--- src/fetch_pkg.sv ---
package fetch_pkg;

    // address width of the fetch path
    localparam int ADDR_W = 32;

    // one instruction word
    localparam int INSTR_W = 32;

    // byte address
    typedef logic [ADDR_W-1:0] addr_t;

    // single instruction word
    typedef logic [INSTR_W-1:0] instr_t;

    // one 64-bit bus beat, lower word sits at the lower address
    typedef logic [2*INSTR_W-1:0] fetch_block_t;

    // first fetch after reset
    localparam addr_t RESET_VECTOR = 32'hbfc0_0000;

    // general exception entry point
    localparam addr_t EXC_ENTRANCE = 32'hbfc0_0380;

    // bytes covered by one bus beat
    localparam int BLOCK_BYTES = 8;

    // bus fetches allowed outstanding at once
    // held beats count against this too
    localparam int MAX_INFLIGHT = 2;

    // pc generator states
    // RUN            normal sequential fetch
    // HOLD_REDIRECT  branch target waiting for F1 to accept
    // HOLD_EXC       exception or eret target waiting, a branch cannot replace it
    typedef enum logic [1:0] {
        RUN,
        HOLD_REDIRECT,
        HOLD_EXC
    } pc_state_t;

endpackage

--- src/fetch_ibus_port.sv ---
module fetch_ibus_port (
    input  logic                    clk,
    input  logic                    reset,
    input  logic                    flush,
    input  fetch_pkg::addr_t        f1_pc,
    input  logic                    f1_valid,
    input  logic                    ibus_addr_ok,
    input  logic                    ibus_data_ok,
    input  fetch_pkg::fetch_block_t ibus_data,
    input  logic                    f2_stall,
    output logic                    f1_accept,
    output logic                    ibus_valid,
    output fetch_pkg::addr_t        ibus_addr,
    output logic                    f2_valid,
    output fetch_pkg::addr_t        f2_pc,
    output fetch_pkg::fetch_block_t f2_block,
    output logic                    f2_bad_addr
);
    import fetch_pkg::*;

    // in-order queue, entry 0 is the oldest
    logic         q_valid    [MAX_INFLIGHT];
    logic         q_has_data [MAX_INFLIGHT];
    logic         q_dropped  [MAX_INFLIGHT];
    logic         q_bad      [MAX_INFLIGHT];
    addr_t        q_pc       [MAX_INFLIGHT];
    fetch_block_t q_block    [MAX_INFLIGHT];

    // next queue contents
    logic         n_valid    [MAX_INFLIGHT];
    logic         n_has_data [MAX_INFLIGHT];
    logic         n_dropped  [MAX_INFLIGHT];
    logic         n_bad      [MAX_INFLIGHT];
    addr_t        n_pc       [MAX_INFLIGHT];
    fetch_block_t n_block    [MAX_INFLIGHT];

    // which entry the returning beat belongs to
    logic data_sel [MAX_INFLIGHT];
    logic waiting_seen;

    logic misaligned;
    logic room;
    logic head_ready;
    logic pop;
    logic push_done;

    // F1 pc changed at the last edge, flush arriving now then misses it
    logic accept_q;
    logic stale_pend;
    logic push_stale;

    // low two bits set means no bus request
    assign misaligned = f1_pc[1:0] != 2'b00;
    // held beats stay in the queue, so a full queue also blocks under stall
    assign room       = !q_valid[MAX_INFLIGHT-1];

    assign ibus_valid = f1_valid && room && !misaligned;
    assign ibus_addr  = f1_pc & ~addr_t'(BLOCK_BYTES - 1);
    assign f1_accept  = f1_valid && room && (misaligned || ibus_addr_ok);

    // pc still in F1 when the flush came belongs to the old stream
    assign push_stale = stale_pend || (flush && !accept_q);

    // beats come back in order, the oldest entry still waiting takes it
    always_comb begin
        waiting_seen = 1'b0;
        for (int i = 0; i < MAX_INFLIGHT; i++) begin
            data_sel[i] = ibus_data_ok && q_valid[i] && !q_has_data[i] && !waiting_seen;
            if (q_valid[i] && !q_has_data[i]) begin
                waiting_seen = 1'b1;
            end
        end
    end

    // beat bypasses the queue when it arrives for the head
    assign head_ready  = q_valid[0] && (q_has_data[0] || data_sel[0]);
    assign f2_valid    = head_ready && !q_dropped[0];
    assign f2_pc       = q_pc[0];
    assign f2_block    = q_has_data[0] ? q_block[0] : ibus_data;
    assign f2_bad_addr = q_bad[0];
    // dropped beats leave at once, live ones once F2 takes them
    assign pop         = head_ready && (q_dropped[0] || !f2_stall);

    always_comb begin
        for (int i = 0; i < MAX_INFLIGHT; i++) begin
            n_valid[i]    = q_valid[i];
            n_has_data[i] = q_has_data[i] || data_sel[i];
            n_dropped[i]  = q_dropped[i] || flush;
            n_bad[i]      = q_bad[i];
            n_pc[i]       = q_pc[i];
            n_block[i]    = data_sel[i] ? ibus_data : q_block[i];
        end
        // shift out the head
        if (pop) begin
            for (int i = 0; i < MAX_INFLIGHT - 1; i++) begin
                n_valid[i]    = n_valid[i+1];
                n_has_data[i] = n_has_data[i+1];
                n_dropped[i]  = n_dropped[i+1];
                n_bad[i]      = n_bad[i+1];
                n_pc[i]       = n_pc[i+1];
                n_block[i]    = n_block[i+1];
            end
            n_valid[MAX_INFLIGHT-1] = 1'b0;
        end
        // new pc goes to the first free slot
        push_done = 1'b0;
        if (f1_accept) begin
            for (int i = 0; i < MAX_INFLIGHT; i++) begin
                if (!push_done && !n_valid[i]) begin
                    n_valid[i]    = 1'b1;
                    // bad address needs no beat
                    n_has_data[i] = misaligned;
                    n_dropped[i]  = push_stale;
                    n_bad[i]      = misaligned;
                    n_pc[i]       = f1_pc;
                    n_block[i]    = '0;
                    push_done     = 1'b1;
                end
            end
        end
    end

    always_ff @(posedge clk) begin
        if (reset) begin
            accept_q   <= 1'b0;
            stale_pend <= 1'b0;
            for (int i = 0; i < MAX_INFLIGHT; i++) begin
                q_valid[i]    <= 1'b0;
                q_has_data[i] <= 1'b0;
                q_dropped[i]  <= 1'b0;
            end
        end else begin
            accept_q <= f1_accept;
            if (f1_accept) begin
                stale_pend <= 1'b0;
            end else if (flush && !accept_q) begin
                stale_pend <= 1'b1;
            end
            for (int i = 0; i < MAX_INFLIGHT; i++) begin
                q_valid[i]    <= n_valid[i];
                q_has_data[i] <= n_has_data[i];
                q_dropped[i]  <= n_dropped[i];
            end
        end
    end

    always_ff @(posedge clk) begin
        for (int i = 0; i < MAX_INFLIGHT; i++) begin
            q_bad[i]   <= n_bad[i];
            q_pc[i]    <= n_pc[i];
            q_block[i] <= n_block[i];
        end
    end

endmodule

--- src/fetch_pc_gen.sv ---
module fetch_pc_gen (
    input  logic             clk,
    input  logic             reset,
    input  logic             redirect_valid,
    input  fetch_pkg::addr_t redirect_pc,
    input  logic             exc_valid,
    input  logic             eret_valid,
    input  fetch_pkg::addr_t epc,
    input  logic             f1_accept,
    output fetch_pkg::addr_t f1_pc,
    output logic             f1_valid,
    output logic             flush
);
    import fetch_pkg::*;

    pc_state_t state;

    // target kept while F1 is stalled
    addr_t saved_pc;

    // sequential successor of the current pc
    addr_t seq_pc;

    // redirect arriving this cycle
    logic  hi_pri_req;
    logic  any_req;
    logic  take_new;
    addr_t new_target;

    // target to load once F1 accepts
    logic  pending;
    addr_t pend_target;

    // exception beats eret, eret beats branch
    assign hi_pri_req = exc_valid || eret_valid;
    assign any_req    = hi_pri_req || redirect_valid;

    always_comb begin
        if (exc_valid) begin
            new_target = EXC_ENTRANCE;
        end else if (eret_valid) begin
            new_target = epc;
        end else begin
            new_target = redirect_pc;
        end
    end

    // a saved exc/eret target is not replaced by a later branch
    assign take_new = hi_pri_req || (redirect_valid && state != HOLD_EXC);

    assign pending     = take_new || state != RUN;
    assign pend_target = take_new ? new_target : saved_pc;

    // align down to the beat, then step one beat
    assign seq_pc = (f1_pc & ~addr_t'(BLOCK_BYTES - 1)) + addr_t'(BLOCK_BYTES);

    always_ff @(posedge clk) begin
        if (reset) begin
            f1_pc    <= RESET_VECTOR;
            f1_valid <= 1'b0;
            state    <= RUN;
            flush    <= 1'b0;
        end else begin
            // F1 holds a pc every cycle once out of reset
            f1_valid <= 1'b1;
            // later stages drop their contents one cycle after any redirect
            flush    <= any_req;
            if (f1_accept) begin
                // pc leaves F1, so the next one can be loaded
                f1_pc <= pending ? pend_target : seq_pc;
                state <= RUN;
            end else if (take_new) begin
                // F1 busy, keep the target for later
                state <= hi_pri_req ? HOLD_EXC : HOLD_REDIRECT;
            end
        end
    end

    // payload only, its meaning is given by state
    always_ff @(posedge clk) begin
        if (!f1_accept && take_new) begin
            saved_pc <= new_target;
        end
    end

endmodule

--- src/fetch_slot_buffer.sv ---
module fetch_slot_buffer (
    input  logic                    clk,
    input  logic                    reset,
    input  logic                    flush,
    input  logic                    f2_valid,
    input  fetch_pkg::addr_t        f2_pc,
    input  fetch_pkg::fetch_block_t f2_block,
    input  logic                    f2_bad_addr,
    input  logic                    stall,
    output logic                    f2_stall,
    output logic                    out_valid,
    output fetch_pkg::addr_t        out_pc,
    output fetch_pkg::instr_t       out_instr0,
    output fetch_pkg::instr_t       out_instr1,
    output logic                    out_slot1_valid,
    output logic                    out_bad_addr
);
    import fetch_pkg::*;

    // the two words of the incoming beat
    instr_t lo_word;
    instr_t hi_word;

    // packet formed from the beat
    instr_t sel_instr0;
    instr_t sel_instr1;
    logic   sel_slot1_valid;

    // packet register occupied
    logic   pkt_valid;

    // beat taken into the packet register
    logic   load;

    // lower word at the lower address
    assign lo_word = f2_block[INSTR_W-1:0];
    assign hi_word = f2_block[2*INSTR_W-1:INSTR_W];

    always_comb begin
        if (f2_bad_addr) begin
            // fault marker carries no instructions
            sel_instr0      = '0;
            sel_instr1      = '0;
            sel_slot1_valid = 1'b0;
        end else if (f2_pc[2]) begin
            // pc in the upper half of the beat
            // only one word left in this beat
            sel_instr0      = hi_word;
            sel_instr1      = '0;
            sel_slot1_valid = 1'b0;
        end else begin
            // aligned pc, both words go to decode
            sel_instr0      = lo_word;
            sel_instr1      = hi_word;
            sel_slot1_valid = 1'b1;
        end
    end

    // old packet is hidden during the flush cycle
    assign out_valid = pkt_valid && !flush;

    // decode holds a valid packet, so F2 must wait
    assign f2_stall  = out_valid && stall;

    // new beat only when the register is free or drained this cycle
    assign load      = f2_valid && !f2_stall && !flush;

    always_ff @(posedge clk) begin
        if (reset) begin
            pkt_valid <= 1'b0;
        end else if (flush) begin
            pkt_valid <= 1'b0;
        end else if (!f2_stall) begin
            // empty or consumed, refill from F2 or go empty
            pkt_valid <= f2_valid;
        end
    end

    // packet payload, qualified by pkt_valid
    always_ff @(posedge clk) begin
        if (load) begin
            out_pc          <= f2_pc;
            out_instr0      <= sel_instr0;
            out_instr1      <= sel_instr1;
            out_slot1_valid <= sel_slot1_valid;
            out_bad_addr    <= f2_bad_addr;
        end
    end

endmodule

--- src/fetch_unit.sv ---
module fetch_unit (
    input  logic                    clk,
    input  logic                    reset,
    input  logic                    redirect_valid,
    input  fetch_pkg::addr_t        redirect_pc,
    input  logic                    exc_valid,
    input  logic                    eret_valid,
    input  fetch_pkg::addr_t        epc,
    input  logic                    ibus_addr_ok,
    input  logic                    ibus_data_ok,
    input  fetch_pkg::fetch_block_t ibus_data,
    input  logic                    stall,
    output logic                    ibus_valid,
    output fetch_pkg::addr_t        ibus_addr,
    output logic                    out_valid,
    output fetch_pkg::addr_t        out_pc,
    output fetch_pkg::instr_t       out_instr0,
    output fetch_pkg::instr_t       out_instr1,
    output logic                    out_slot1_valid,
    output logic                    out_bad_addr
);
    import fetch_pkg::*;

    // pc generator to F1
    addr_t        f1_pc;
    logic         f1_valid;
    logic         f1_accept;
    // registered redirect, clears all stages
    logic         flush;

    // F2 beat toward the slot buffer
    logic         f2_valid;
    addr_t        f2_pc;
    fetch_block_t f2_block;
    logic         f2_bad_addr;
    logic         f2_stall;

    // pc register and redirect priority
    fetch_pc_gen pc_gen0 (
        .clk            (clk),
        .reset          (reset),
        .redirect_valid (redirect_valid),
        .redirect_pc    (redirect_pc),
        .exc_valid      (exc_valid),
        .eret_valid     (eret_valid),
        .epc            (epc),
        .f1_accept      (f1_accept),
        .f1_pc          (f1_pc),
        .f1_valid       (f1_valid),
        .flush          (flush)
    );

    // F1 request and F2 return
    fetch_ibus_port ibus_port0 (
        .clk          (clk),
        .reset        (reset),
        .flush        (flush),
        .f1_pc        (f1_pc),
        .f1_valid     (f1_valid),
        .ibus_addr_ok (ibus_addr_ok),
        .ibus_data_ok (ibus_data_ok),
        .ibus_data    (ibus_data),
        .f2_stall     (f2_stall),
        .f1_accept    (f1_accept),
        .ibus_valid   (ibus_valid),
        .ibus_addr    (ibus_addr),
        .f2_valid     (f2_valid),
        .f2_pc        (f2_pc),
        .f2_block     (f2_block),
        .f2_bad_addr  (f2_bad_addr)
    );

    // F2 to decode packet register
    fetch_slot_buffer slot_buffer0 (
        .clk             (clk),
        .reset           (reset),
        .flush           (flush),
        .f2_valid        (f2_valid),
        .f2_pc           (f2_pc),
        .f2_block        (f2_block),
        .f2_bad_addr     (f2_bad_addr),
        .stall           (stall),
        .f2_stall        (f2_stall),
        .out_valid       (out_valid),
        .out_pc          (out_pc),
        .out_instr0      (out_instr0),
        .out_instr1      (out_instr1),
        .out_slot1_valid (out_slot1_valid),
        .out_bad_addr    (out_bad_addr)
    );

endmodule
--- config.mk ---
export PLATFORM = sky130hd
export DESIGN_NAME = fetch_unit
export DESIGN_NICKNAME = d
export VERILOG_FILES = /design/src/fetch_pkg.sv /design/src/fetch_ibus_port.sv /design/src/fetch_pc_gen.sv /design/src/fetch_slot_buffer.sv /design/src/fetch_unit.sv
export SDC_FILE = /design/constraint.sdc
export NUM_CORES = 1
export LEC_CHECK = 0
export BUFFER_PORTS_ARGS = -buffer_cell sky130_fd_sc_hd__buf_2
export CAP_MARGIN = 20
export CORE_ASPECT_RATIO = 0.75
export CORE_MARGIN = 10
export CORE_UTILIZATION = 25
export CTS_CLUSTER_SIZE = 40
export DETAILED_ROUTE_END_ITERATION = 10
export PLACE_DENSITY_LB_ADDON = 0.12
export SLEW_MARGIN = 30
export SYNTH_ARGS = -nofsm -noshare
export SYNTH_HDL_FRONTEND = slang
export SYNTH_SLANG_ARGS = --single-unit
--- constraint.sdc ---
create_clock -name clk -period 45.4 [get_ports clk]
set_clock_uncertainty 0.2 [all_clocks]
set_input_delay 2.27 -clock clk [delete_from_list [all_inputs] [get_ports clk]]
set_output_delay 2.27 -clock clk [all_outputs]
set_load 0.03 [all_outputs]
==> key figures <==
Drt
  • Drt first pass iters: 5
  • DRC: 0
  • Via density: 4.70
  • DRT Wirelength: 51.4 mm
  • Via count: 11,800
  • Number of DRC markers in iteration 0: 700
  • Routed Antenna Nets: 0
  • Wire length per cell: 20.5 um

Global route
  • GRT overflow: 0
  • Vias in the first global route: 11,700
  • Met2 Usage GRT: 0.195
  • Gr usage total: 0.134
  • First-pass GRT wire length: 76.7 mm
  • Grt peak-use layer: met1
  • Initial antenna violation count: 7
  • Met3 Track Usage GR: 0.0323
  • Pin count of the biggest net entering global routing: 92
  • M1 GR Usage: 0.197

Critical path
  • Crit Path Category: in2reg
  • WP data arrival: 4.94 ns
  • CP Data Required Time: 45.38 ns
  • Crit-path max FO: 58
  • Startpoint types: primary input
  • Crit end category: flip-flop

Floorplan
  • Number of I/O pins: 268
  • Die W: 310 um
  • Die Area: 0.0737 mm^2
  • Site row count: 79
  • Initial Utilization: 0.254
  • Die H: 238 um
  • Core Area: 0.0623 mm^2

Finish
  • Filler Cell Count: 6,423
  • Sequential cell area: 0.00902 mm^2
  • Nets: 1,798
  • Final Util: 0.304
  • Multi-input gate area: 0.00606 mm^2
  • Layout cells sized above 1: 0.244
  • Area Overhead vs Synth: 20.0%

Yosys
  • Mapped Cells: 1,472
  • Sequential area share after synthesis: 0.571
  • Mapped Avg Cell Area: 10.7 um^2
  • Register bit total from synthesis: 369
  • Synth cell types: 67
  • Cell area after synthesis: 0.0158 mm^2
  • Yosys top cell by area: edfxtp_1
  • Main synth FF type: dfxtp_1
  • Area share of the largest cell type after synthesis: 0.310
  • EDFF count, synth: 163
  • FFs w/ async S/R, synth: 0
  • Synth warn: 0
  • Largest cells by area after synthesis: edfxtp_1, dfxtp_1, mux2i_1, mux4_2, nand2_1

STA
  • Max frequency: 201 MHz
  • Worst-Margin Slew: 0.927 ns
  • Final slew viol count: 0
  • Unrepaired setup endpoints after global routing: no
  • Final Hold Fails: 0
  • Slew Limit Headroom: 0.382
  • # setup viols final: 0
  • TNS Setup: 0 ns
  • Hold Slack: 0.231 ns
  • Tcrit/Tclk final: 0.109
  • Final min period: 4.96 ns
  • Final WS setup: 40.44 ns

Clock tree
  • Clock buffer count from CTS: 44
  • H-tree depth: 2
  • Cts hold-fix bufs: 0
  • Clock transition at the registers of the reported paths: 0.06 ns
  • Post-CTS Resized: 0
  • Worst skew pair latency: 0.56 ns
  • CTS sink cnt: 369
  • Post-CTS setup buffers: 0
  • CTS tree: done
  • Root Buffer: clkbuf_16
  • CTS max path bufs: 3

Power
  • Switch share: 0.273
  • Peak VDD IR: 0.0000219 V
  • P_leak: 6.98 nW
  • Pwr/cell area: 46.2 mW/mm^2
  • Combinational cell fraction of total power: 0.146
  • Sw power: 0.239 mW
  • Cell-internal power: 0.636 mW
  • Part of the power in registers: 0.480
  • Clock Power Share: 0.374

Place
  • Setup WS pre-CTS: 39.56 ns
  • Dpl hpwl: 32.7 mm
  • Final GP Congestion: 0.745
  • Buffers added on ports: 264

Run status
  • Outcome: finished clean

Flow run
  • Max-capacitance violation count: 0

Worst hold path
  • Hold/Removal Path Class: reg2reg
## layout by cell type (no fill, tap or decap), types with 4 or more instances in the layout
cell type and count:
clkbuf_16 45, nor2_1 138, a211o_1 11, edfxtp_1 163, buf_2 263, a211oi_1 6, o21ai_0 57, nand3_1 12
clkinv_2 5, mux2_2 18, clkbuf_1 17, nand2_1 182, inv_1 12, nand4_1 14, clkinv_1 5, mux4_2 32
nor3_1 79, a21oi_1 86, clkbuf_8 4, a21o_1 4, and3_1 6, o22ai_1 65, o211ai_1 4, a31oi_1 4
mux2i_1 100, dfxtp_1 203, and2_1 4, buf_4 22, or4_1 4, nor2b_1 47
## power groups by stage
stage / clock network (mW) / logic, mW / registers, mW
after floorplan: 0 / 0.0889 / 0.424
final: 0.327 / 0.128 / 0.420
after detailed placement: 0 / 0.130 / 0.428
after global placement: 0 / 0.127 / 0.427
after CTS: 0.340 / 0.130 / 0.421
after global routing: 0.353 / 0.143 / 0.426
## layout make-up
class	count	area share
Clock inverter	12	0.00317
Timing Repair Buffer	286	0.0788
Clock buffer	66	0.0657
Inverter	13	0.00271
Sequential cell	369	0.476
Multi-Input combinational cell	947	0.320
Tap cell	810	0.0535
Antenna cell	3	0.000396
## flip-flops by register name, indices dropped and copies added, names as in the netlist
register,cells
ibus_port0.q_has_data,2
ibus_port0.q_valid,2
slot_buffer0.out_bad_addr,1
ibus_port0.q_dropped,2
slot_buffer0.out_pc,32
ibus_port0.q_bad,2
ibus_port0.stale_pend,1
ibus_port0.q_block,128
pc_gen0.saved_pc,32
ibus_port0.q_pc,64
ibus_port0.accept_q,1
pc_gen0.f1_valid,1
slot_buffer0.out_instr0,32
slot_buffer0.out_slot1_valid,1
pc_gen0.state,2
pc_gen0.flush,1
slot_buffer0.out_instr1,32
pc_gen0.f1_pc,32
slot_buffer0.pkt_valid,1
## logic make-up (layout without fill, tap and decap cells)
logic type,Yosys count,count (layout),share of synthesized area
and+or+nand+nor,512,512,0.147
DFF,369,369,0.571
AOI/OAI and AO/OA,279,279,0.108
buffers and inverters,158,377,0.0494
muxes,151,151,0.123
adders and majority gates,1,1,0.000792
other,1,6,0.000238
xor gates and xnor gates,1,1,0.000555
## per-layer routing
| metal | up-vias | part of all wire |
|---|---|---|
| met4 | 10 | 0.016 |
| met2 | 277 | 0.43 |
| li1 | 5695 | - |
| met3 | 62 | 0.059 |
| met5 | - | 0.0012 |
| met1 | 5741 | 0.50 |
## critical path: stages
cell	delay (ns)
buf_2	0.12
nor4bb_2	0.66
o31ai_1	0.21
or2_2	0.38
inv_4	0.40
buf_4	0.80
## final timing paths
| check | startpoint | to | slack, ns | cells after the start |
|---|---|---|---|---|
| worst max-delay path | stall | ibus_port0.q_pc[0][53] | 40.44 | 6 |
| worst min-delay path | ibus_port0.q_pc[0][12] | slot_buffer0.out_pc[12] | 0.23 | 0 |
| worst max register to register | ibus_port0.q_has_data[0][0] | ibus_port0.q_pc[0][53] | 41.71 | 5 |
| worst min register to register | ibus_port0.q_pc[0][12] | slot_buffer0.out_pc[12] | 0.23 | 0 |
## Yosys cell counts (3+ instances only)
cell	n
nand2b_1	3
a21o_1	4
edfxtp_1	163
o21ai_0	57
buf_1	4
mux2_2	18
or2_2	4
nand2_1	183
buf_2	40
nand4_1	14
nor3_1	79
inv_1	13
nor2b_1	47
o22ai_1	66
a31oi_1	4
o211ai_1	4
o32ai_1	3
a32oi_1	3
and2_1	5
mux2i_1	100
buf_4	34
mux4_2	32
o22a_1	3
a32o_1	3
nand3_1	12
and3_1	6
a21oi_1	86
a211o_1	11
clkbuf_1	65
o21a_1	3
or4_1	4
nor2_1	139
dfxtp_1	206
a211oi_1	6
a221oi_1	3
## per-stage QoR
step,total power [mW],area (um^2),instances
global placement,0.554,17600,2425
detailed placement,0.557,17600,2425
CTS,0.891,18900,2503
finish,0.875,19000,2506
global route,0.922,18900,2504
floorplan,0.513,15800,1474
Note: power is estimated with default switching activity, not from simulation.
